[src/hdl/video_timing_pkg.sv]
// raster geometry for the small simulation display
// sync polarities, memory sizes and the fetch window of the text engine
`default_nettype none

package video_timing_pkg;
    localparam int VISIBLE_WIDTH   = 32;                // pixels per visible line
    localparam int VISIBLE_HEIGHT  = 16;                // visible lines
    localparam int H_FRONT_PORCH   = 4;
    localparam int H_SYNC_PULSE    = 4;
    localparam int OFFSCREEN_WIDTH = 16;                // porches and sync, left of visible
    localparam int TOTAL_WIDTH     = VISIBLE_WIDTH + OFFSCREEN_WIDTH;
    localparam int V_FRONT_PORCH   = 1;
    localparam int V_SYNC_PULSE    = 2;
    localparam int TOTAL_HEIGHT    = 21;                // back porch fills the rest
    localparam logic H_SYNC_POLARITY = 1'b0;            // active low
    localparam logic V_SYNC_POLARITY = 1'b0;            // active low
    localparam int CHARS_WIDE      = VISIBLE_WIDTH / 8; // 8 pixel wide cells

    localparam int VRAM_AW    = 8;
    localparam int FONT_AW    = 11;
    localparam int VRAM_DEPTH = 2**VRAM_AW;
    localparam int FONT_DEPTH = 2**FONT_AW;
    localparam int H_COUNT_W  = $clog2(TOTAL_WIDTH);
    localparam int V_COUNT_W  = $clog2(TOTAL_HEIGHT);

    typedef logic [H_COUNT_W-1:0] hcount_t;
    typedef logic [V_COUNT_W-1:0] vcount_t;
    typedef logic [VRAM_AW-1:0]   vram_addr_t;
    typedef logic [FONT_AW-1:0]   font_addr_t;

    // last count of each raster state, lines start with the front porch
    localparam hcount_t H_FRONT_END   = hcount_t'(H_FRONT_PORCH - 1);
    localparam hcount_t H_SYNC_END    = hcount_t'(H_FRONT_PORCH + H_SYNC_PULSE - 1);
    localparam hcount_t H_BACK_END    = hcount_t'(OFFSCREEN_WIDTH - 1);
    localparam hcount_t H_LINE_END    = hcount_t'(TOTAL_WIDTH - 1);
    // frames start with visible lines, blanking at the bottom
    localparam vcount_t V_VISIBLE_END = vcount_t'(VISIBLE_HEIGHT - 1);
    localparam vcount_t V_FRONT_END   = vcount_t'(VISIBLE_HEIGHT + V_FRONT_PORCH - 1);
    localparam vcount_t V_SYNC_END    = vcount_t'(VISIBLE_HEIGHT + V_FRONT_PORCH
                                                  + V_SYNC_PULSE - 1);
    localparam vcount_t V_FRAME_END   = vcount_t'(TOTAL_HEIGHT - 1);

    // fetch window, opens 13 pixels before visible to cover the pipeline depth
    localparam hcount_t H_MEM_BEGIN      = hcount_t'(OFFSCREEN_WIDTH - 13);
    localparam hcount_t H_MEM_END        = hcount_t'(TOTAL_WIDTH - 16);
    localparam logic [2:0] SHIFT_LOAD_PHASE = 3'd3;    // char_x when the shifter reloads
endpackage

`default_nettype wire

[src/hdl/vram.sv]
// video RAM, 16-bit char and attribute words
// single port, read data registered on en_i
`default_nettype none
`timescale 1ns/1ns

module vram (
    input  logic                         clk,
    input  logic                         en_i,
    input  logic                         we_i,
    input  video_timing_pkg::vram_addr_t addr_i,
    input  logic [15:0]                  wdata_i,
    output logic [15:0]                  rdata_o
);
    logic [15:0] mem [video_timing_pkg::VRAM_DEPTH];

    always_ff @(posedge clk) begin
        if (en_i) begin
            if (we_i) begin
                mem[addr_i] <= wdata_i;
            end
            rdata_o <= mem[addr_i];     // old data on a write cycle
        end
    end
endmodule

`default_nettype wire

[config.mk]
export PLATFORM = sky130hd
export DESIGN_NAME = vram
export DESIGN_NICKNAME = d
export VERILOG_FILES = /design/src/hdl/video_timing_pkg.sv /design/src/hdl/vram.sv
export SDC_FILE = /design/constraint.sdc
export NUM_CORES = 2
export LEC_CHECK = 0
export ABC_CLOCK_PERIOD_IN_PS = 4000
export BUFFER_PORTS_ARGS = -buffer_cell sky130_fd_sc_hd__clkbuf_2
export CORE_MARGIN = 2
export CORE_UTILIZATION = 30
export CTS_BUF_LIST = sky130_fd_sc_hd__clkbuf_4 sky130_fd_sc_hd__clkbuf_8 sky130_fd_sc_hd__clkbuf_16
export DETAILED_ROUTE_END_ITERATION = 6
export PLACE_DENSITY_LB_ADDON = 0.25
export SYNTH_ARGS = -nofsm -noshare
export SYNTH_HDL_FRONTEND = slang
export SYNTH_SLANG_ARGS = --single-unit
[constraint.sdc]
create_clock -name clk -period 4 [get_ports clk]
set_input_delay 0.6 -clock clk [delete_from_list [all_inputs] [get_ports clk]]
set_output_delay 0.6 -clock clk [all_outputs]
set_load 0.02 [all_outputs]
==> results.toml <==
[cts]
cts_tree = "built"
htreeDepth = 5
cts.repair.resized = 0
cts_buffer_depth = 4
clkSinkCount = 4112
cts_buffers = 420
clk_latency_ns = 1.01
clock-root-buffer = "clkbuf_16"
path_clk_slew_ns = 0.06

[power]
leakage_uw = 0.0574
vdd_ir_drop_max_mv = 0.387
finalPower_uw = 91900
power_frac_seq = 0.517
clkPwrFrac = 0.433
cellPowerDensity_nw_per_um2 = 495
power.share.switching = 0.216
p_int_uw = 72100
p_comb_frac = 0.050
p_switching_uw = 19800

[yosys]
ys_types = 20
syn-num-nets = 6731
ys_ff_latch = 4112
synth_seq_area_share = 0.795
yosys_warnings = 0
syn-cell-area_um2 = 155000
postSynthAreaPerCell_um2 = 23.2
synth_cells = 6704

[timing]
fmax_ghz = 0.298
finalWorstSetupSlack_ns = 0.640
maxSlewViolCount = 0
fin_tns_setup_ns = 0
tightest_slew_ns = 1.36
relSlewSlack = 0.0790
layout_worst_path_cycle_share = 0.840
finalHoldViolCount = 0
setup_violations = 0
fin_skew_ns = 0.0663
rsz0062_at_grt = "false"
finalCriticalPeriod_ns = 3.36

[place]
pre_cts_ws_ns = -0.388
place.detailed.hpwl_mm = 277
dp.cells = 14100
io_buffers = 42
finalWeightedCongestion = 0.805

[finish]
drive_above_1_share = 0.338
final_util = 0.359
instances_no_fill = 14900
nNetsFinal = 7634
area_growth_pct = 19.5

[setup_path]
cp_slowest_cell = "o41ai_1"
crit_fanout = 29
worstPathArrival_ns = 4.03
path_common_cell = "buf_12"
worst_ep_required_time_ns = 4.67
critPathKind = "input pin to flip-flop"
critPathLaunchType = "input pin"
slowest_delay_ns = 1.24
path_cells = "buf_12 -> buf_12 -> buf_12 -> buf_4 -> mux4_2 -> a22oi_1 -> a21oi_1 -> o41ai_1 -> nand4_1"
end_kind = "flip-flop"

[floorplanning]
fp.dieArea_um2 = 523000
io_pins = 43
die_width_um = 723
die_height_um = 723
rows = 264
core_um2 = 516000
initial_core_util = 0.301

[routing]
drc = 0
detail_route.iter0.violations = 9192
vias = 75800
drtPass1Iterations = 5
drt-vias-per-instance = 5.10
wl_per_cell_um = 30.5
wl_mm = 454
antenna_left = 0

[global_route]
grt_pass1_vias = 77500
grt_max_degree = 140
antenna_found_initial = 35
grt_pass1_wl_mm = 631
grt_usage = 0.170
overflow = 0

[status]
status = "completed"

[worst_hold_path]
holdCritPathClass = "input pin to flip-flop"

[job]
max-cap-violations = 0
[worst max-delay path, delay by kind of cell]
family / cells / cell delay, ns
muxes: 1 / 0.50
and+or+nand+nor: 1 / 0.15
buffers and inverters: 4 / 0.90
AOI/OAI and AO/OA: 3 / 1.76
[state kept, by name, summed over array words and instances, names as in the netlist]
signal,count
mem,4096
rdata_o,16
[layer usage]
| metal | GRT usage | vias to the layer above | part of all wire |
|---|---|---|---|
| met1 | 0.235 | 41600 | 0.42 |
| met3 | 0.0298 | 558 | 0.072 |
| met2 | 0.279 | 2789 | 0.48 |
| met5 | 0 | - | 0.00016 |
| met4 | 0.0458 | 12 | 0.029 |
| li1 | - | 30800 | - |
[metrics by stage]
step | instance area (µm²) | hold slack (ns)
finish | 186000 | 0.0459
global route | 186000 | 0.0422
global placement | 172000 | 1.07
detailed placement | 172000 | 1.09
floorplan | 155000 | 0.699
CTS | 186000 | 0.0133
[cell families after synthesis]
kind of cell / count (synthesis) / synth area share
compound gates: 832 / 0.0366
buf+inv: 412 / 0.0110
flops: 4112 / 0.795
simple gates: 324 / 0.00839
mux: 1024 / 0.149
[what timing repair did]
action | 4_1_cts | 5_1_grt
hold endpoints to repair | 58 | 0
hold buffers | 3 | 0
setup buffers | 0 | 0
[power groups by stage]
stage               Sequential [µW]  Combinational, µW  Clock [µW]
floorplan                     48400               1980           0
detailed placement            48400               4670           0
CTS                           47500               4680       40600
global route                  47500               4830       42100
finish                        47500               4580       39800
global placement              48400               4600           0
[final cells by class]
type / count / area (µm²)
well taps: 6916 / 8650
fillers: 47100 / 331000
diodes: 10 / 25.0
repair buffers: 893 / 8970
flip-flops and latches: 4112 / 123000
multi-input cells: 2180 / 30500
clock inverters: 260 / 2720
clock buffers: 505 / 11200
[placed cells by master (no fill, tap or decap), drive strengths merged]
cell         instances
buf                866
a21oi              256
nand2b               2
or2                  1
diode               10
dlygate4sd3          3
a22oi              512
bufinv              45
nor3                 1
clkbuf             529
nand2               30
and2                 2
nand4               16
nand3                4
o41ai               64
and4                 1
inv                 12
nor2               259
edfxtp            4112
clkinv             185
nor2b                6
clkinvlp            18
mux4              1024
nor3b                2
[Yosys cell counts, drive strengths merged]
master  number  area, µm²
buf        143        703
nor3         1       5.00
nor2       259        972
a22oi      512       3840
nor3b        2       15.0
or2          1       6.26
nand2b       2       12.5
nand2       30        113
mux4      1024      23100
clkbuf     269       1010
edfxtp    4112     123000
nand3        4       20.0
nand4       16        100
and4         1       8.76
o41ai       64        561
a21oi      256       1280
nor2b        6       37.5
and2         2       12.5
[final timing paths]
path | cells past startpoint | endpoint | startpoint | slack (ns)
min reg2reg | 5 | rdata_o[5]$_DFFE_PP_ | mem[70][5]$_DFFE_PP_ | 1.09
min | 1 | mem[155][15]$_DFFE_PP_ | wdata_i[15] | 0.05
max | 9 | rdata_o[2]$_DFFE_PP_ | addr_i[0] | 0.64
max reg2reg | 6 | rdata_o[2]$_DFFE_PP_ | mem[234][2]$_DFFE_PP_ | 0.77
(Power assumes the default switching activity.)
