<file path="config.mk">
export PLATFORM = sky130hd
export DESIGN_NAME = video_gen
export DESIGN_NICKNAME = d
export VERILOG_FILES = /design/src/hdl/video_regs_pkg.sv /design/src/hdl/video_timing_pkg.sv /design/src/hdl/video_gen.sv
export SDC_FILE = /design/constraint.sdc
export NUM_CORES = 1
export LEC_CHECK = 0
export BUFFER_PORTS_ARGS = -buffer_cell sky130_fd_sc_hd__buf_2
export CORE_MARGIN = 5
export CORE_UTILIZATION = 50
export CTS_BUF_LIST = sky130_fd_sc_hd__clkbuf_8
export DETAILED_ROUTE_END_ITERATION = 12
export PLACE_DENSITY = 0.72
export SYNTH_ARGS = -nofsm -noshare
export SYNTH_HDL_FRONTEND = slang
export SYNTH_SLANG_ARGS = --single-unit
</file>
<file path="constraint.sdc">
create_clock -name clk -period 3 [get_ports clk]
set_clock_uncertainty 0.2 [all_clocks]
set_input_delay 0.45 -clock clk [delete_from_list [all_inputs] [get_ports clk]]
set_output_delay 0.45 -clock clk [all_outputs]
set_load 0.02 [all_outputs]
</file>
<file path="src/hdl/video_regs_pkg.sv">
// register map and host write types of the text display
// one packed union decodes a register write as scroll or control layout
`default_nettype none

package video_regs_pkg;
    // write register numbers
    localparam logic [2:0] REG_DISPSTART = 3'd0;    // text start word address
    localparam logic [2:0] REG_LINEWIDTH = 3'd1;    // words per text row
    localparam logic [2:0] REG_SCROLLY   = 3'd2;    // Y fine scroll
    localparam logic [2:0] REG_FONTCTRL  = 3'd3;    // font height
    localparam logic [2:0] REG_GFXCTRL   = 3'd4;    // vertical pixel double

    localparam logic [15:0] FEATURE_WORD = 16'h8001;

    typedef struct packed {
        logic [10:0] rsvd;
        logic [4:0]  fine_scrolly;                  // low bit is half a line with v_double
    } scroll_view_s;

    typedef struct packed {
        logic [10:0] rsvd;
        logic        v_double;                      // GFXCTRL
        logic [3:0]  font_height;                   // FONTCTRL, last line of the cell
    } ctrl_view_s;

    typedef union packed {
        logic [15:0]  raw;                          // start address, line width
        scroll_view_s scroll;
        ctrl_view_s   ctrl;
    } vgen_reg_word_u;

    typedef enum logic {
        TGT_VRAM = 1'b0,
        TGT_FONT = 1'b1
    } mem_target_e;

    typedef struct packed {
        mem_target_e target;
        logic [15:0] addr;
        logic [15:0] data;                          // font writes use the low byte
    } host_wr_req_s;
endpackage

`default_nettype wire

</file>
<file path="src/hdl/video_timing_pkg.sv">
// raster geometry for the small simulation display
// sync polarities, memory sizes and the fetch window of the text engine
`default_nettype none

package video_timing_pkg;
    localparam int VISIBLE_WIDTH   = 32;                // pixels per visible line
    localparam int VISIBLE_HEIGHT  = 16;                // visible lines
    localparam int H_FRONT_PORCH   = 4;
    localparam int H_SYNC_PULSE    = 4;
    localparam int OFFSCREEN_WIDTH = 16;                // porches and sync, left of visible
    localparam int TOTAL_WIDTH     = VISIBLE_WIDTH + OFFSCREEN_WIDTH;
    localparam int V_FRONT_PORCH   = 1;
    localparam int V_SYNC_PULSE    = 2;
    localparam int TOTAL_HEIGHT    = 21;                // back porch fills the rest
    localparam logic H_SYNC_POLARITY = 1'b0;            // active low
    localparam logic V_SYNC_POLARITY = 1'b0;            // active low
    localparam int CHARS_WIDE      = VISIBLE_WIDTH / 8; // 8 pixel wide cells

    localparam int VRAM_AW    = 8;
    localparam int FONT_AW    = 11;
    localparam int VRAM_DEPTH = 2**VRAM_AW;
    localparam int FONT_DEPTH = 2**FONT_AW;
    localparam int H_COUNT_W  = $clog2(TOTAL_WIDTH);
    localparam int V_COUNT_W  = $clog2(TOTAL_HEIGHT);

    typedef logic [H_COUNT_W-1:0] hcount_t;
    typedef logic [V_COUNT_W-1:0] vcount_t;
    typedef logic [VRAM_AW-1:0]   vram_addr_t;
    typedef logic [FONT_AW-1:0]   font_addr_t;

    // last count of each raster state, lines start with the front porch
    localparam hcount_t H_FRONT_END   = hcount_t'(H_FRONT_PORCH - 1);
    localparam hcount_t H_SYNC_END    = hcount_t'(H_FRONT_PORCH + H_SYNC_PULSE - 1);
    localparam hcount_t H_BACK_END    = hcount_t'(OFFSCREEN_WIDTH - 1);
    localparam hcount_t H_LINE_END    = hcount_t'(TOTAL_WIDTH - 1);
    // frames start with visible lines, blanking at the bottom
    localparam vcount_t V_VISIBLE_END = vcount_t'(VISIBLE_HEIGHT - 1);
    localparam vcount_t V_FRONT_END   = vcount_t'(VISIBLE_HEIGHT + V_FRONT_PORCH - 1);
    localparam vcount_t V_SYNC_END    = vcount_t'(VISIBLE_HEIGHT + V_FRONT_PORCH
                                                  + V_SYNC_PULSE - 1);
    localparam vcount_t V_FRAME_END   = vcount_t'(TOTAL_HEIGHT - 1);

    // fetch window, opens 13 pixels before visible to cover the pipeline depth
    localparam hcount_t H_MEM_BEGIN      = hcount_t'(OFFSCREEN_WIDTH - 13);
    localparam hcount_t H_MEM_END        = hcount_t'(TOTAL_WIDTH - 16);
    localparam logic [2:0] SHIFT_LOAD_PHASE = 3'd3;    // char_x when the shifter reloads
endpackage

`default_nettype wire

</file>
<file path="src/hdl/video_gen.sv">
// text mode video engine
// raster sync machines, char and font fetch sequencer, pixel shifter, config regs
`default_nettype none
`timescale 1ns/1ns

module video_gen (
    input  logic                           clk,
    input  logic                           reset_i,
    input  logic                           enable_i,        // takes effect at end of frame
    input  logic                           reg_wr_i,
    input  logic [2:0]                     reg_num_i,
    input  video_regs_pkg::vgen_reg_word_u reg_data_i,
    input  logic [15:0]                    vram_data_i,     // attr high, char low
    input  logic [7:0]                     fontram_data_i,
    output logic [15:0]                    reg_rdata_o,
    output logic                           vram_sel_o,
    output video_timing_pkg::vram_addr_t   vram_addr_o,
    output logic                           fontram_sel_o,
    output video_timing_pkg::font_addr_t   fontram_addr_o,
    output logic [3:0]                     pal_index_o,
    output logic                           hsync_o,
    output logic                           vsync_o,
    output logic                           dv_de_o
);
    typedef enum logic [1:0] {ST_FRONT, ST_SYNC, ST_BACK, ST_VISIBLE} raster_state_e;

    raster_state_e h_state, h_state_next, v_state, v_state_next;
    video_timing_pkg::hcount_t h_count, h_limit, fetch_toggle;
    video_timing_pkg::vcount_t v_count, v_limit;
    logic h_last, v_last;                           // last pixel of line, of frame
    logic mem_fetch, mem_fetch_next;
    logic tg_enable;

    // config registers
    video_timing_pkg::vram_addr_t text_start_addr, text_line_width;
    logic [4:0] fine_scrolly;
    logic [3:0] font_height;
    logic       v_double;

    // fetch and pixel pipeline
    video_timing_pkg::vram_addr_t text_addr, text_line_addr;
    logic [2:0] char_x;                             // pixel within the cell
    logic [4:0] char_y;                             // cell line, extra low bit for v_double
    logic       font_valid;                         // font data arriving this cycle
    logic [7:0] attr_save, attr_next, text_color;
    logic [7:0] font_next, font_shift;

    always_comb begin
        case (h_state)
            ST_FRONT: h_limit = video_timing_pkg::H_FRONT_END;
            ST_SYNC:  h_limit = video_timing_pkg::H_SYNC_END;
            ST_BACK:  h_limit = video_timing_pkg::H_BACK_END;
            default:  h_limit = video_timing_pkg::H_LINE_END;
        endcase
        case (v_state)
            ST_FRONT: v_limit = video_timing_pkg::V_FRONT_END;
            ST_SYNC:  v_limit = video_timing_pkg::V_SYNC_END;
            ST_BACK:  v_limit = video_timing_pkg::V_FRAME_END;
            default:  v_limit = video_timing_pkg::V_VISIBLE_END;
        endcase
        h_last = (h_state == ST_VISIBLE) && (h_count == h_limit);
        v_last = h_last && (v_state == ST_BACK) && (v_count == v_limit);
        h_state_next = (h_count == h_limit) ? raster_state_e'(h_state + 2'd1) : h_state;
        v_state_next = (h_last && v_count == v_limit) ? raster_state_e'(v_state + 2'd1)
                                                      : v_state;
        // window opens early and closes once the last visible cell is fetched
        fetch_toggle   = mem_fetch ? video_timing_pkg::H_MEM_END : video_timing_pkg::H_MEM_BEGIN;
        mem_fetch_next = (v_state == ST_VISIBLE && h_count == fetch_toggle) ? ~mem_fetch
                                                                            : mem_fetch;
    end

    // font address straight from the arriving char word, 16 line fonts hold 128 chars
    assign fontram_addr_o = font_height[3] ? {vram_data_i[6:0], char_y[4:1]}
                                           : {vram_data_i[7:0], char_y[3:1]};

    always_ff @(posedge clk) begin
        if (reset_i) begin
            h_state        <= ST_FRONT;
            v_state        <= ST_VISIBLE;
            h_count        <= '0;
            v_count        <= '0;
            mem_fetch      <= 1'b0;
            tg_enable      <= 1'b0;             // dark until first frame end
            char_x         <= '0;
            char_y         <= '0;
            text_addr      <= '0;
            text_line_addr <= '0;
            vram_sel_o     <= 1'b0;
            fontram_sel_o  <= 1'b0;
            font_valid     <= 1'b0;
            hsync_o        <= ~video_timing_pkg::H_SYNC_POLARITY;
            vsync_o        <= ~video_timing_pkg::V_SYNC_POLARITY;
            dv_de_o        <= 1'b0;
        end else begin
            h_state   <= h_state_next;
            v_state   <= v_state_next;
            h_count   <= h_last ? '0 : h_count + 1'b1;
            mem_fetch <= mem_fetch_next;
            if (h_last) begin
                v_count <= v_last ? '0 : v_count + 1'b1;
            end

            char_x <= char_x + 3'd1;
            if (~mem_fetch && mem_fetch_next) begin
                char_x <= '0;                   // phase cells to the window start
            end

            // vram, then font one cycle later, then data lands in the next buffer
            vram_sel_o    <= tg_enable && mem_fetch && (char_x == 3'd0);
            fontram_sel_o <= vram_sel_o;
            font_valid    <= fontram_sel_o;
            if (mem_fetch && char_x == 3'd0) begin
                text_addr <= text_addr + 1'b1;
            end

            if (h_last) begin
                text_addr <= text_line_addr;    // repeat the row for the next cell line
                if (char_y == {font_height, v_double}) begin
                    char_y         <= '0;
                    text_line_addr <= text_line_addr + text_line_width;
                    text_addr      <= text_line_addr + text_line_width;
                end else begin
                    char_y <= char_y + (v_double ? 5'd1 : 5'd2);
                end
            end

            if (v_last) begin
                tg_enable      <= enable_i;
                char_y         <= v_double ? fine_scrolly : {fine_scrolly[3:0], 1'b0};
                text_addr      <= text_start_addr;
                text_line_addr <= text_start_addr;
            end

            hsync_o <= (h_state == ST_SYNC) ? video_timing_pkg::H_SYNC_POLARITY
                                            : ~video_timing_pkg::H_SYNC_POLARITY;
            vsync_o <= (v_state == ST_SYNC) ? video_timing_pkg::V_SYNC_POLARITY
                                            : ~video_timing_pkg::V_SYNC_POLARITY;
            dv_de_o <= tg_enable && (h_state == ST_VISIBLE) && (v_state == ST_VISIBLE);
        end
    end

    // pixel datapath
    always_ff @(posedge clk) begin
        if (mem_fetch && char_x == 3'd0) begin
            vram_addr_o <= text_addr;
        end
        if (fontram_sel_o) begin
            attr_save <= vram_data_i[15:8];     // hold attr while the font byte is read
        end
        if (font_valid) begin
            font_next <= fontram_data_i;        // one cell ahead of the shifter
            attr_next <= attr_save;
        end
        if (char_x == video_timing_pkg::SHIFT_LOAD_PHASE) begin
            font_shift <= font_next;
            text_color <= attr_next;
        end else begin
            font_shift <= {font_shift[6:0], 1'b0};  // msb is the current pixel
        end
        pal_index_o <= font_shift[7] ? text_color[3:0] : text_color[7:4];
    end

    always_ff @(posedge clk) begin
        if (reset_i) begin
            text_start_addr <= '0;
            text_line_width <= video_timing_pkg::vram_addr_t'(video_timing_pkg::CHARS_WIDE);
            fine_scrolly    <= '0;
            font_height     <= 4'd7;            // 8 line cells
            v_double        <= 1'b0;
        end else if (reg_wr_i) begin
            case (reg_num_i)
                video_regs_pkg::REG_DISPSTART:
                    text_start_addr <= video_timing_pkg::vram_addr_t'(reg_data_i.raw);
                video_regs_pkg::REG_LINEWIDTH:
                    text_line_width <= video_timing_pkg::vram_addr_t'(reg_data_i.raw);
                video_regs_pkg::REG_SCROLLY:   fine_scrolly <= reg_data_i.scroll.fine_scrolly;
                video_regs_pkg::REG_FONTCTRL:  font_height  <= reg_data_i.ctrl.font_height;
                video_regs_pkg::REG_GFXCTRL:   v_double     <= reg_data_i.ctrl.v_double;
                default: ;
            endcase
        end
    end

    // read back, one cycle behind reg_num_i
    always_ff @(posedge clk) begin
        case (reg_num_i[1:0])
            2'd0:    reg_rdata_o <= 16'(video_timing_pkg::VISIBLE_WIDTH);
            2'd1:    reg_rdata_o <= 16'(video_timing_pkg::VISIBLE_HEIGHT);
            2'd2:    reg_rdata_o <= video_regs_pkg::FEATURE_WORD;
            default: reg_rdata_o <= {v_state != ST_VISIBLE, h_state != ST_VISIBLE, 14'(v_count)};
        endcase
    end
endmodule

`default_nettype wire

</file>
==> results.sh <==
export IMPL_fin_tns_setup_ns=0
export IMPL_grt_busiest_layer="met2"
export IMPL_overflow=0
export IMPL_cpPeakStageDelay_ns=0.43
export IMPL_use_met2_pct=27.9
export IMPL_hpwl_um=8170
export IMPL_final_nets=695
export IMPL_die_h_um=118
export IMPL_synthTopCellsByCount="dfxtp_1, nor2_1, edfxtp_1"
export IMPL_viasPerCell=5.22
export IMPL_r2r_start="h_state[0]"
export IMPL_design_area_sq_um=6760
export IMPL_wl_per_cell_um=14.8
export IMPL_syn_to_final_growth_pct=16.4
export IMPL_use_met3_pct=5.19
export IMPL_crit_start="h_state[0]"
export IMPL_cts_tree="done"
export IMPL_insertion_delay_ns=0.45
export IMPL_dp_slack_ns=0.463
export IMPL_cts_path_max_buffers=2
export IMPL_crit_buf_inv=2
export IMPL_die_w_um=118
export IMPL_cp_cell_sequence="inv_1 -> ha_1 -> nor2b_1 -> nor4b_4 -> nand3_2 -> buf_4 -> a21oi_1 -> o32ai_2"
export IMPL_placed_cell_area_sq_um=6250
export IMPL_end_kind="register"
export IMPL_drive_above_1_share_pct=22.7
export IMPL_synth_top_cells_by_area="dfxtp_1, edfxtp_1, ha_1"
export IMPL_root_buffer="clkbuf_8"
export IMPL_max_freq_mhz=392
export IMPL_clk_pin_slew_worst_paths_ns=0.07
export IMPL_finalCritPeriodShare_pct=85.1
export IMPL_vdd_drop_max_mv=0.457
export IMPL_netlist_instances=532
export IMPL_io_pins=91
export IMPL_grt_pass1_wl_um=19300
export IMPL_leakage_nw=2.68
export IMPL_hold_class="input port to register"
export IMPL_crit_slowest_cell="nand3_2"
export IMPL_worst_slew_pin_transition_ns=0.822
export IMPL_cp_start_kind="register"
export IMPL_max_cap_violations=0
export IMPL_cts_buffers=17
export IMPL_period_needed_ns=2.55
export IMPL_drt_total_wl_um=11500
export IMPL_critPathKind="register to register"
export IMPL_synthFlopType="dfxtp_1"
export IMPL_crit_required_ns=3.11
export IMPL_rows=39
export IMPL_cts_resized=0
export IMPL_fin_total_pwr_mw=3.51
export IMPL_hold_viol_final=0
export IMPL_setup_viol=0
export IMPL_antenna_found_initial=0
export IMPL_start_util_pct=50.9
export IMPL_worstPathMaxFanout=22
export IMPL_yosysWarningCount=0
export IMPL_grt_util_met1_pct=20.6
export IMPL_gp_congestion=0.832
export IMPL_status="complete, no violations"
export IMPL_synth_edff_count=40
export IMPL_track_usage_pct=17.1
export IMPL_ys_ff_latch=133
export IMPL_fp_dieArea_sq_um=13900
export IMPL_postLayoutCoreUtil_pct=59.2
export IMPL_antenna_left=0
export IMPL_grt_pass1_vias=4109
export IMPL_p_per_area_nw_per_um2=520
export IMPL_syn_area_sq_um=5810
export IMPL_postSynth_asyncResetShare_pct=0
export IMPL_port_buffers=74
export IMPL_crit_family="simple AND/OR/NAND/NOR gates"
export IMPL_seq_area_frac_synth_pct=52.7
export IMPL_drt_pass1_iter_count=4
export IMPL_clock_sinks=133
export IMPL_drt_iter0_drc=172
export IMPL_critical_path_arrival_ns=2.67
export IMPL_worst_slack_ns=0.448
export IMPL_yosys_area_top_type="dfxtp_1"
export IMPL_grt_max_degree=34
export IMPL_post_cts_setup_buffers=0
export IMPL_synth_top_area_share_pct=32.0
export IMPL_min_from="reg_data_i[6]"
export IMPL_core_sq_um=11400
export IMPL_drc=0
export IMPL_relSlewSlack_pct=44.8
export IMPL_n_antenna_cell=0
export IMPL_ys_types=64
export IMPL_num_vias=4060
export IMPL_cts_max_level=4
export IMPL_yosysMostFrequentCell="dfxtp_1"
export IMPL_slew_violations=0
export IMPL_rsz0062_at_grt="no"
export IMPL_synth_avg_cell_area_sq_um=10.9
==> worst paths after layout <==
kind                            slack (ns)            endpoint  depth (start not counted)
worst max register to register        0.45           char_y[2]                          8
worst max-delay path                  0.45           char_y[2]                          8
worst min register to register        0.22       text_color[3]                          0
worst min-delay path                  0.07  text_start_addr[6]                          3
==> per-stage QoR <==
step,hold slack (ns),std cells
after floorplan,0.200,539
after global placement,0.201,730
after detailed placement,0.205,730
after CTS,0.0411,778
after global routing,0.0616,778
final,0.0690,778
==> worst reg2reg max path, delay by kind of cell (launching register included) <==
| kind | cells | cell delay, ns |
|---|---|---|
| simple gates | 3 | 0.88 |
| fa+ha+maj | 1 | 0.21 |
| flops | 1 | 0.42 |
| compound gates | 2 | 0.29 |
| buf+inv | 2 | 0.43 |
==> sequential cells by signal, summed over array words and instances, names as in the netlist, 2 cells and up <==
register and flops:
attr_next 8, attr_save 8, font_next 8, font_shift 8, reg_rdata_o 8, text_addr 8
text_color 8, text_line_addr 8, text_line_width 8, text_start_addr 8, vram_addr_o 8, h_count 6
char_y 5, fine_scrolly 5, v_count 5, font_height 4, pal_index_o 4, char_x 3
h_state 2, v_state 2
==> power by group <==
| group | switching (mW) | internal (mW) | total, mW | leakage, nW |
|---|---|---|---|---|
| Sequential | 0.0295 | 1.90 | 1.93 | 1.12 |
| Clock | 0.667 | 0.680 | 1.35 | 0.194 |
| Combinational | 0.130 | 0.111 | 0.242 | 1.37 |
| Total | 0.827 | 2.69 | 3.51 | 2.68 |
==> per-layer routing <==
metal | up-vias | part of all wire, % | wire (um)
met5 | - | 0 | 0
met1 | 1915 | 45 | 5160
met3 | 27 | 4.7 | 542
met2 | 89 | 47 | 5460
met4 | 0 | 3.1 | 352
li1 | 2029 | - | -
==> placed cells by master, fill, tap and decap left out, drive strengths merged, types with 19 or more instances in the layout <==
cell type / count
nor2: 52
ha: 24
mux2: 21
mux2i: 23
buf: 83
inv: 30
edfxtp: 40
o21ai: 19
nand2: 31
a21oi: 26
dfxtp: 93
clkbuf: 19
==> cells by family after synthesis <==
group,synth area share (%)
compound gates,10.8
xor+xnor,3.59
fa+ha+maj,5.85
buf+inv,5.14
flops,52.7
mux,8.03
other cells,0.0645
simple gates,13.8
==> layout make-up <==
| cell class | instances | area [sq um] |
|---|---|---|
| fillers | 960 | 4650 |
| flip-flops and latches | 133 | 3060 |
| multi-input cells | 347 | 2480 |
| repair buffers | 99 | 598 |
| clock buffers | 19 | 262 |
| well taps | 143 | 179 |
| clock inverters | 13 | 95.1 |
| inverters | 24 | 90.1 |
==> timing repair <==
| action | 4_1_cts | 5_1_grt |
|---|---|---|
| hold buffers | 16 | 0 |
| hold endpoints to repair | 16 | 0 |
| setup endpoints to repair | 0 | 0 |
Power figures use the tool's default switching activity.
