===== src/hdl/video_regs_pkg.sv =====
// register map and host write types of the text display
// one packed union decodes a register write as scroll or control layout
`default_nettype none

package video_regs_pkg;
    // write register numbers
    localparam logic [2:0] REG_DISPSTART = 3'd0;    // text start word address
    localparam logic [2:0] REG_LINEWIDTH = 3'd1;    // words per text row
    localparam logic [2:0] REG_SCROLLY   = 3'd2;    // Y fine scroll
    localparam logic [2:0] REG_FONTCTRL  = 3'd3;    // font height
    localparam logic [2:0] REG_GFXCTRL   = 3'd4;    // vertical pixel double

    localparam logic [15:0] FEATURE_WORD = 16'h8001;

    typedef struct packed {
        logic [10:0] rsvd;
        logic [4:0]  fine_scrolly;                  // low bit is half a line with v_double
    } scroll_view_s;

    typedef struct packed {
        logic [10:0] rsvd;
        logic        v_double;                      // GFXCTRL
        logic [3:0]  font_height;                   // FONTCTRL, last line of the cell
    } ctrl_view_s;

    typedef union packed {
        logic [15:0]  raw;                          // start address, line width
        scroll_view_s scroll;
        ctrl_view_s   ctrl;
    } vgen_reg_word_u;

    typedef enum logic {
        TGT_VRAM = 1'b0,
        TGT_FONT = 1'b1
    } mem_target_e;

    typedef struct packed {
        mem_target_e target;
        logic [15:0] addr;
        logic [15:0] data;                          // font writes use the low byte
    } host_wr_req_s;
endpackage

`default_nettype wire


===== src/hdl/video_timing_pkg.sv =====
// raster geometry for the small simulation display
// sync polarities, memory sizes and the fetch window of the text engine
`default_nettype none

package video_timing_pkg;
    localparam int VISIBLE_WIDTH   = 32;                // pixels per visible line
    localparam int VISIBLE_HEIGHT  = 16;                // visible lines
    localparam int H_FRONT_PORCH   = 4;
    localparam int H_SYNC_PULSE    = 4;
    localparam int OFFSCREEN_WIDTH = 16;                // porches and sync, left of visible
    localparam int TOTAL_WIDTH     = VISIBLE_WIDTH + OFFSCREEN_WIDTH;
    localparam int V_FRONT_PORCH   = 1;
    localparam int V_SYNC_PULSE    = 2;
    localparam int TOTAL_HEIGHT    = 21;                // back porch fills the rest
    localparam logic H_SYNC_POLARITY = 1'b0;            // active low
    localparam logic V_SYNC_POLARITY = 1'b0;            // active low
    localparam int CHARS_WIDE      = VISIBLE_WIDTH / 8; // 8 pixel wide cells

    localparam int VRAM_AW    = 8;
    localparam int FONT_AW    = 11;
    localparam int VRAM_DEPTH = 2**VRAM_AW;
    localparam int FONT_DEPTH = 2**FONT_AW;
    localparam int H_COUNT_W  = $clog2(TOTAL_WIDTH);
    localparam int V_COUNT_W  = $clog2(TOTAL_HEIGHT);

    typedef logic [H_COUNT_W-1:0] hcount_t;
    typedef logic [V_COUNT_W-1:0] vcount_t;
    typedef logic [VRAM_AW-1:0]   vram_addr_t;
    typedef logic [FONT_AW-1:0]   font_addr_t;

    // last count of each raster state, lines start with the front porch
    localparam hcount_t H_FRONT_END   = hcount_t'(H_FRONT_PORCH - 1);
    localparam hcount_t H_SYNC_END    = hcount_t'(H_FRONT_PORCH + H_SYNC_PULSE - 1);
    localparam hcount_t H_BACK_END    = hcount_t'(OFFSCREEN_WIDTH - 1);
    localparam hcount_t H_LINE_END    = hcount_t'(TOTAL_WIDTH - 1);
    // frames start with visible lines, blanking at the bottom
    localparam vcount_t V_VISIBLE_END = vcount_t'(VISIBLE_HEIGHT - 1);
    localparam vcount_t V_FRONT_END   = vcount_t'(VISIBLE_HEIGHT + V_FRONT_PORCH - 1);
    localparam vcount_t V_SYNC_END    = vcount_t'(VISIBLE_HEIGHT + V_FRONT_PORCH
                                                  + V_SYNC_PULSE - 1);
    localparam vcount_t V_FRAME_END   = vcount_t'(TOTAL_HEIGHT - 1);

    // fetch window, opens 13 pixels before visible to cover the pipeline depth
    localparam hcount_t H_MEM_BEGIN      = hcount_t'(OFFSCREEN_WIDTH - 13);
    localparam hcount_t H_MEM_END        = hcount_t'(TOTAL_WIDTH - 16);
    localparam logic [2:0] SHIFT_LOAD_PHASE = 3'd3;    // char_x when the shifter reloads
endpackage

`default_nettype wire


===== src/hdl/vram_arbiter.sv =====
// memory arbiter between the text engine and the host writer
// engine always wins, host writes go into cycles the engine leaves free
`default_nettype none
`timescale 1ns/1ns

module vram_arbiter (
    input  logic                         clk,
    input  logic                         reset_i,
    input  logic                         vid_vram_sel_i,
    input  video_timing_pkg::vram_addr_t vid_vram_addr_i,
    input  logic                         vid_font_sel_i,
    input  video_timing_pkg::font_addr_t vid_font_addr_i,
    input  logic                         host_wr_valid_i,
    input  video_regs_pkg::host_wr_req_s host_wr_i,
    output logic                         host_wr_ready_o,
    output logic                         vram_en_o,
    output logic                         vram_we_o,
    output video_timing_pkg::vram_addr_t vram_addr_o,
    output logic [15:0]                  vram_wdata_o,
    output logic                         font_en_o,
    output logic                         font_we_o,
    output video_timing_pkg::font_addr_t font_addr_o,
    output logic [7:0]                   font_wdata_o
);
    logic host_ok;          // low through reset
    logic tgt_font;
    logic tgt_busy;         // engine owns the host's target this cycle
    logic host_fire;        // one write per valid/ready handshake

    always_ff @(posedge clk) begin
        if (reset_i) begin
            host_ok <= 1'b0;
        end else begin
            host_ok <= 1'b1;
        end
    end

    always_comb begin
        tgt_font        = (host_wr_i.target == video_regs_pkg::TGT_FONT);
        tgt_busy        = tgt_font ? vid_font_sel_i : vid_vram_sel_i;
        host_wr_ready_o = host_ok && !tgt_busy;     // independent of valid
        host_fire       = host_wr_valid_i && host_wr_ready_o;

        vram_en_o    = vid_vram_sel_i || (host_fire && !tgt_font);
        vram_we_o    = host_fire && !tgt_font;      // fire implies the engine is off vram
        vram_addr_o  = vid_vram_sel_i ? vid_vram_addr_i
                                      : video_timing_pkg::vram_addr_t'(host_wr_i.addr);
        vram_wdata_o = host_wr_i.data;

        font_en_o    = vid_font_sel_i || (host_fire && tgt_font);
        font_we_o    = host_fire && tgt_font;
        font_addr_o  = vid_font_sel_i ? vid_font_addr_i
                                      : video_timing_pkg::font_addr_t'(host_wr_i.addr);
        font_wdata_o = host_wr_i.data[7:0];
    end
endmodule

`default_nettype wire


===== config.mk =====
export PLATFORM = sky130hd
export DESIGN_NAME = vram_arbiter
export DESIGN_NICKNAME = d
export VERILOG_FILES = /design/src/hdl/video_regs_pkg.sv /design/src/hdl/video_timing_pkg.sv /design/src/hdl/vram_arbiter.sv
export SDC_FILE = /design/constraint.sdc
export NUM_CORES = 1
export LEC_CHECK = 0
export ABC_AREA = 1
export ABC_CLOCK_PERIOD_IN_PS = 1700
export BUFFER_PORTS_ARGS = -buffer_cell sky130_fd_sc_hd__buf_2
export CAP_MARGIN = 0
export CELL_PAD_IN_SITES_DETAIL_PLACEMENT = 1
export CELL_PAD_IN_SITES_GLOBAL_PLACEMENT = 2
export CORE_UTILIZATION = 10
export DETAILED_ROUTE_END_ITERATION = 8
export GPL_TIMING_DRIVEN = 0
export MAX_ROUTING_LAYER = met4
export PLACE_DENSITY_LB_ADDON = 0.1
export SYNTH_ARGS = -nofsm -noshare
export SYNTH_HDL_FRONTEND = slang
export SYNTH_SLANG_ARGS = --single-unit
export TNS_END_PERCENT = 50

===== constraint.sdc =====
create_clock -name clk -period 1.7 [get_ports clk]
set_input_delay 0.17 -clock clk [delete_from_list [all_inputs] [get_ports clk]]
set_output_delay 0.17 -clock clk [all_outputs]
set_load 0.01 [all_outputs]

==> summary.md, run 1 <==
| Metric | Value |
|---|---|
| Core area | 4500 sq um |
| RSZ-0062 raised after global routing | false |
| Port Buffers | 83 |
| Overall Power | 0.273 mW |
| Final TNS setup | 0 ns |
| DIE WIDTH | 71.4 microns |
| ANT nets after route | 0 |
| Die Ht | 71.4 microns |
| Vias | 813 |
| CP max FO | 8 |
| Initial antenna violation count | 0 |
| Final Slew Violations | 0 |
| Synth Area in Compound Gates | 16.6% |
| Wirelength, routed | 2.32 mm |
| Final hold violation count | 0 |
| Status | finished, violations left |
| CP Data Required Time | 1.53 ns |
| Fmax | 973 MHz |
| Seq cells post-synth | 1 |
| Most frequent cells in the layout | buf_2 (85), nand2_1 (29), buf_4 (25), o21ai_0 (16), inv_1 (12) |
| Mapped Nets | 148 |
| Total die area | 5100 sq um |
| CP arrival | 0.86 ns |
| Drt initial violations | 19 |
| Max FFs per register | 1 |
| Cells after synthesis | 91 |
| Area taken by multi-input logic gates | 211 sq um |
| HP Class | in2reg |
| Part of the cycle the worst path needs | 60.5% |
| DP HPWL | 2.06 mm |
| Power Dens Cells | 284 nW/um^2 |
| Pre-Repair DR Iteration Count | 6 |
| Final setup fails | 0 |
| Yosys warns | 0 |
| Post-CTS Resized | 0 |
| Leakage | 0.653 nW |
| Distinct cells, synth | 9 |
| Largest family of logic cells by synthesized area | buffers and inverters |
| GRT Util Overall | 8.89% |
| Largest net degree at the start of global routing | 11 |
| Crit start category | input pin |
| Slew @ Worst Pin | 0.229 ns |
| Multiplexer share of the synthesized area | 0% |
| Vias per Instance | 3.60 |
| Failing checks | design-rule violations |
| Register area | 20.0 sq um |
| Post-Synth XOR/XNOR Area | 0% |
| Max_cap viols | 0 |
| Slew margin rel. | 84.7% |
| Initial core utilization | 10.7% |
| Most common cell after layout, fill and taps aside | buf_2 |
| Largest registers | host_ok: 1 flops |
| Total setup buffers inserted after CTS | 0 |
| Clock Pin Slew Worst Setup and Hold Paths | 0 ns |
| Vias in the first global route | 790 |
| Register area share after synthesis | 4.16% |
| Nets | 233 |
| Synthesized area | 482 sq um |
| WL/cell | 10.2 microns |
| Post-synthesis adder-cell area fraction | 0% |
| P&R area growth vs syn | 99.7% |
| Gp weighted congestion | 0.658 |
| Crit. End Element | output pin |
| Peak supply drop | 0.000108 V |
| Hold_buf cts | 0 |
| Layout cell share with drive strength beyond 1 | 65.5% |
| # diodes | 0 |
| Fillers | 598 |
| DRC | 7 |
| FP Rows | 24 |
| First-pass GRT wire length | 3.65 mm |
| WS Path Type | in2out |
| Biggest register | host_ok |
| Synth Area in Simple Gates | 27.3% |
| Overflow after GRT | 0 |
| Boundary Pins | 105 |
| Mean Syn Cell Area | 5.29 sq um |
| Period minus WS final | 1.03 ns |
[worst max-delay path: stages]
cell,delay [ns]
buf_2,0.15
inv_2,0.08
nor2_2,0.04
nor2_2,0.13
nand3_1,0.11
nand2_1,0.07
buf_2,0.12
[cell usage after synthesis, drive strengths merged]
library cell	number	share of area (%)
buf	27	41
inv	14	11
o21ai	16	17
dfxtp	1	4.2
nand2	29	23
nand3	2	2.1
nor2	2	2.6
[per-stage QoR]
| step | instances | worst slack [ns] | utilization [%] | instance area, sq um | hold slack [ns] |
|---|---|---|---|---|---|
| 2_1_floorplan | 91 | 0.814 | - | 482 | 0.227 |
| 3_3_place_gp | 226 | 0.629 | 21.4 | 962 | 0.324 |
| 3_5_place_dp | 226 | 0.630 | 21.4 | 962 | 0.326 |
| 4_1_cts | 226 | 0.629 | 21.4 | 962 | 0.326 |
| 5_1_grt | 226 | 0.517 | 21.4 | 962 | 0.330 |
| 6_report | 226 | 0.672 | 21.4 | 962 | 0.323 |
[layer usage]
metal  global-route usage [%]  share of wire (%)
met2                     18.2                 56
met5                        -                  0
met3                    0.985                9.3
met4                        0                  0
met1                     9.58                 35
[worst paths after layout]
path / start / end / slack [ns] / depth (start not counted)
setup / recovery: vid_vram_sel_i / font_en_o / 0.67 / 7
hold / removal: reset_i / host_ok / 0.32 / 2
[cell type report]
cell class | instances | area share (%)
repair buffers | 83 | 43.2
inverters | 14 | 5.46
multi-input cells | 49 | 22.0
flip-flops and latches | 1 | 2.08
plain buffers | 27 | 20.5
well taps | 52 | 6.76
[power breakdown]
group	leakage (nW)	switching, mW	internal [mW]
clock network	0	0	0
logic	0.644	0.119	0.129
registers	0.00844	0.000338	0.0252
total	0.653	0.119	0.154
[cells by family (layout without fill, tap and decap cells)]
group                  Yosys count  in the layout
buffers and inverters           41            124
and+or+nand+nor                 33             33
AOI/OAI and AO/OA               16             16
DFF                              1              1
Power figures use the tool's default switching activity.
==> run 2: changes to the inputs <==
--- a/config.mk
+++ b/config.mk
@@ -5,8 +5,8 @@
 export SDC_FILE = /design/constraint.sdc
 export NUM_CORES = 1
 export LEC_CHECK = 0
-export ABC_AREA = 1
-export ABC_CLOCK_PERIOD_IN_PS = 1700
+export ABC_AREA = 0
+export ABC_CLOCK_PERIOD_IN_PS = 900
 export BUFFER_PORTS_ARGS = -buffer_cell sky130_fd_sc_hd__buf_2
 export CAP_MARGIN = 0
 export CELL_PAD_IN_SITES_DETAIL_PLACEMENT = 1
==> constraint.sdc (replaced) <==
create_clock -name clk -period 0.9 [get_ports clk]
set_input_delay 0.09 -clock clk [delete_from_list [all_inputs] [get_ports clk]]
set_output_delay 0.09 -clock clk [all_outputs]
set_load 0.01 [all_outputs]
==> run 2 against run 1 <==
Via count is 12% lower. Sequential share of layout area fell by 0.28 points. Area after synthesis increased by 0.52%. Sequential power rose by 92%. Combinational power rose by 130%. Worst setup slack got worse by 0.64 ns. Die area rose by 0.50%. The flow now finishes without violations. Routed wire length shrank 4.5%.
==> summary.md, run 2 <==
| Metric | Value |
|---|---|
| CP max FO | 6 |
| Layout cell share with drive strength beyond 1 | 92.9% |
| Die Ht | 71.6 microns |
| WL/cell | 11.5 microns |
| WS Path Type | in2out |
| Crit. End Element | output pin |
| Placed insts | 190 |
| Largest registers | host_ok: 1 flops |
| Seq cells post-synth | 1 |
| Drt initial violations | 1 |
| Peak supply drop | 0.000135 V |
| Distinct cells, synth | 13 |
| Slew margin rel. | 90.8% |
| Total die area | 5120 sq um |
| First-pass GRT wire length | 3.11 mm |
| Period minus WS final | 0.872 ns |
| ANT nets after route | 0 |
| CP arrival | 0.78 ns |
| Synth top area cells | mux2_2 (44%), buf_4 (39%), dfxtp_1 (4.1%) |
| Pre-Repair DR Iteration Count | 2 |
| Initial core utilization | 10.7% |
| Core area | 4500 sq um |
| Cells after synthesis | 55 |
| Nets | 199 |
| DP HPWL | 1.76 mm |
| Final setup fails | 0 |
| HP Class | in2reg |
| Register area share after synthesis | 4.13% |
| Synth top area share | 44.2% |
| Boundary Pins | 105 |
| Most frequent cells in the layout | buf_2 (72), buf_4 (24), mux2_2 (17), buf_6 (10) |
| Max FFs per register | 1 |
| Largest net degree at the start of global routing | 11 |
| Most common cell after layout, fill and taps aside | buf_2 |
| Final TNS setup | 0 ns |
| DRC | 0 |
| Most frequent cell after synthesis | buf_4 |
| Leakage | 0.629 nW |
| Overall Power | 0.620 mW |
| Post-synth EDFFs | 0 |
| CP Cell Sequence | buf_12 -> buf_8 -> mux2_2 -> buf_6 |
| Area leader, netlist | mux2_2 |
| Final hold violation count | 0 |
| Total setup buffers inserted after CTS | 0 |
| Worst Path Buf+Inv | 3 |
| Max_cap viols | 0 |
| Vias per Instance | 3.74 |
| Status | finished clean |
| Area taken by multi-input logic gates | 269 sq um |
| Part of the cycle the worst path needs | 96.9% |
| Fillers | 559 |
| Crit start category | input pin |
| Cell Count, Final, Fillers Out | 192 |
| CP delay by family, top | multiplexers |
| Synth Flop Type | dfxtp_1 |
| Power Dens Cells | 557 nW/um^2 |
| # diodes | 0 |
| CP Data Required Time | 0.81 ns |
| Yosys warns | 0 |
| Hold Slack | 0.242 ns |
| Mapped Nets | 112 |
| Post-Layout Inst Area | 1110 sq um |
| Clock Pin Slew Worst Setup and Hold Paths | 0 ns |
| Mean Syn Cell Area | 8.80 sq um |
| Port Buffers | 83 |
| Vias | 719 |
| CP max stage delay | 0.34 ns |
| DIE WIDTH | 71.6 microns |
| Async SR Flop Fraction | 0% |
| P&R area growth vs syn | 130% |
| Wirelength, routed | 2.21 mm |
| Post-synth top cells | buf_4 (25), mux2_2 (19) |
| Slew @ Worst Pin | 0.137 ns |
| Register area | 20.0 sq um |
| Synthesized area | 484 sq um |
| Biggest register | host_ok |
| Final Slew Violations | 0 |
| Placed Area | 965 sq um |
| Initial antenna violation count | 0 |
| Gp weighted congestion | 0.638 |
| GRT Util Overall | 7.65% |
| CP max-delay cell | mux2_2 |
| Vias in the first global route | 733 |
| Overflow after GRT | 0 |
| Fmax | 1150 MHz |
| FP Rows | 24 |
## run 2: changes by cell type after synthesis, sizes merged, moves of 13 or more
cell,previous run,this run
inv,14,1
mux2,0,19
nand2,29,1
o21ai,16,0
## run 2: repair_timing
| item | CTS | global route |
|---|---|---|
| cloned | 1 | 1 |
| hold buffers | 0 | 0 |
| setup endpoints to repair | 14 | 12 |
| pin swaps | 0 | 0 |
| gates resized for setup | 16 | 6 |
## run 2: cell type report
cell class | count | area share [%]
Timing Repair Buffer | 85 | 49.0
Multi-Input combinational cell | 27 | 24.2
Buffer | 26 | 18.9
Tap cell | 52 | 5.84
Sequential cell | 1 | 1.80
Inverter | 1 | 0.337
## run 2: worst paths after layout
kind	startpoint	end	cells past startpoint
worst max-delay path	vid_font_sel_i	font_addr_o[6]	4
worst min-delay path	reset_i	host_ok	2
## run 2: through the flow
| stage | utilization, % | setup slack (ns) |
|---|---|---|
| floorplan | - | 0.172 |
| detailed placement | 21.4 | -0.108 |
| global route | 24.7 | -0.00696 |
| CTS | 23.6 | -0.0172 |
| global placement | 21.4 | -0.102 |
| finish | 24.7 | 0.0278 |
## run 2: kinds of logic (layout without fill, tap and decap cells)
group	count (synthesis)	count (layout)	share of synthesized area (%)
AOI/OAI and AO/OA	1	1	1.55
buffers and inverters	27	112	41.9
and+or+nand+nor	6	6	6.20
muxes	20	20	46.3
DFF	1	1	4.13
## run 2: layer usage
metal  up-vias  track usage [%]  part of all wire (%)
met2        63             15.3                    55
met4         0                0                     0
li1        333                -                     -
met3         0            0.985                    11
met5         -                -                     0
met1       323             8.48                    34
## run 2: report_power, final
| group | internal, mW | leakage (nW) | switching (mW) |
|---|---|---|---|
| logic | 0.357 | 0.621 | 0.215 |
| registers | 0.0477 | 0.00844 | 0.00146 |
| clock network | 0 | 0 | 0 |
==> run 3: changes to the inputs <==
==> constraint.sdc (replaced) <==
create_clock -name clk -period 0.9 [get_ports clk]
set_input_delay 0.09 -clock clk [delete_from_list [all_inputs] [get_ports clk]]
set_output_delay 0.09 -clock clk [all_outputs]
set_load 0.005 [all_outputs]
==> run 3 against run 2 <==
Sequential share of layout area increased by 0.10 points. Hold slack unchanged. Core utilization down 1.3 points. Design area down 5.4%. Total power shrank 17%. Sequential power barely moved. Global-route usage is 0.39 points lower. Routed wire length down 5.4%. Critical endpoint is now font_addr_o[1].
==> summary.md, run 3 (synthesis results as in run 2) <==
| Metric | Value |
|---|---|
| Layout cell share with drive strength beyond 1 | 92.9% |
| Max_cap viols | 0 |
| WS Path Type | in2out |
| Power Dens Cells | 490 nW/um^2 |
| Placed Area | 965 sq um |
| Clock Pin Slew Worst Setup and Hold Paths | 0 ns |
| DRC | 0 |
| Wirelength, routed | 2.09 mm |
| Max FFs per register | 1 |
| Vias | 705 |
| Largest net degree at the start of global routing | 11 |
| Crit. End Element | output pin |
| GRT Util Overall | 7.26% |
| DIE WIDTH | 71.6 microns |
| Fmax | 1150 MHz |
| Final hold violation count | 0 |
| Slew @ Worst Pin | 0.137 ns |
| Leakage | 0.606 nW |
| Crit start category | input pin |
| Peak supply drop | 0.000131 V |
| Post-Layout Inst Area | 1050 sq um |
| Nets | 199 |
| Status | finished clean |
| Hold Crit Start | reset_i |
| # diodes | 0 |
| DP HPWL | 1.76 mm |
| Vias in the first global route | 695 |
| First-pass GRT wire length | 2.95 mm |
| CP arrival | 0.78 ns |
| Final Slew Violations | 0 |
| HP Class | in2reg |
| Drt initial violations | 2 |
| Cell Count, Final, Fillers Out | 192 |
| Initial core utilization | 10.7% |
| Util after Layout | 23.4% |
| P&R area growth vs syn | 118% |
| Vias per Instance | 3.67 |
| Hold Path Depth | 2 |
| Initial antenna violation count | 0 |
| Boundary Pins | 105 |
| Hold Path End | host_ok |
| Overflow after GRT | 0 |
| Pre-Repair DR Iteration Count | 3 |
| Final TNS setup | 0 ns |
| RSZ-0062 raised after global routing | true |
| Placement Setup Slack | -0.0966 ns |
| Port Buffers | 83 |
| ANT nets after route | 0 |
| Most frequent cells in the layout | buf_2 (81), buf_4 (24), mux2_2 (18), buf_8 (2) |
| Final WS setup | 0.0329 ns |
| CP max FO | 6 |
| Most common cell after layout, fill and taps aside | buf_2 |
| Placed insts | 190 |
| Biggest register | host_ok |
| Largest registers | host_ok: 1 flops |
| Gp weighted congestion | 0.638 |
| Slew margin rel. | 90.8% |
| Hold_buf cts | 0 |
| Final setup fails | 0 |
| Period minus WS final | 0.867 ns |
| Total die area | 5120 sq um |
| Die Ht | 71.6 microns |
| Part of the cycle the worst path needs | 96.3% |
| CP Data Required Time | 0.81 ns |
| Core area | 4500 sq um |
| FP Rows | 24 |
| WL/cell | 10.9 microns |
[run 3: cell count changes in the layout (fill, tap and decap cells not counted)]
cell,delta
buf_2,+9
buf_6,-9
mux2_2,+1
mux2_4,-1
[run 3: how the worst max path moves through the flow]
stage / slack (ns) / end / depth (start not counted) / from
global route: -0.001 / font_addr_o[1] / 4 / vid_font_sel_i
finish: 0.03 / font_addr_o[1] / 4 / vid_font_sel_i
CTS: -0.01 / vram_addr_o[4] / 4 / vid_vram_sel_i
global placement: -0.09 / font_addr_o[4] / 4 / vid_font_sel_i
floorplan: 0.24 / vram_addr_o[0] / 2 / vid_vram_sel_i
detailed placement: -0.1 / font_addr_o[4] / 4 / vid_font_sel_i
[run 3: power breakdown]
| part | internal, mW | leakage [nW] | switching, mW |
|---|---|---|---|
| combinational | 0.316 | 0.597 | 0.151 |
| sequential | 0.0477 | 0.00844 | 0.00146 |
| clock | 0 | 0 | 0 |
| total | 0.364 | 0.606 | 0.153 |
[run 3: area by class of cell]
class / instances / area [sq um]
inverters: 1 / 3.75
fillers: 560 / 3450
repair buffers: 85 / 489
plain buffers: 26 / 210
flip-flops and latches: 1 / 20.0
well taps: 52 / 65.1
multi-input cells: 27 / 265
[run 3: routing by layer]
| metal | share of wire [%] | GRT usage [%] | vias up | wire length, microns |
|---|---|---|---|---|
| met3 | 11 | 0.844 | 0 | 236 |
| met1 | 35 | 7.97 | 310 | 731 |
| met5 | 0 | - | - | 0 |
| li1 | - | - | 334 | - |
| met4 | 0 | 0 | 0 | 0 |
| met2 | 54 | 14.7 | 61 | 1120 |
[run 3: metrics by stage]
step | hold WS (ns) | total power [mW]
finish | 0.242 | 0.516
global route | 0.261 | 0.563
CTS | 0.247 | 0.508
detailed placement | 0.247 | 0.478
global placement | 0.239 | 0.473
floorplan | 0.147 | 0.255
[run 3: critical path, stage by stage]
cell    delay, ns
buf_12       0.10
buf_8        0.12
mux2_2       0.33
buf_2        0.13
[run 3: timing repair]
item                                    in CTS  in global routing
gates cloned                                 1                  1
buffers inserted                             0                  0
gates resized for setup                      7                  5
endpoints found under the setup margin      14                 10
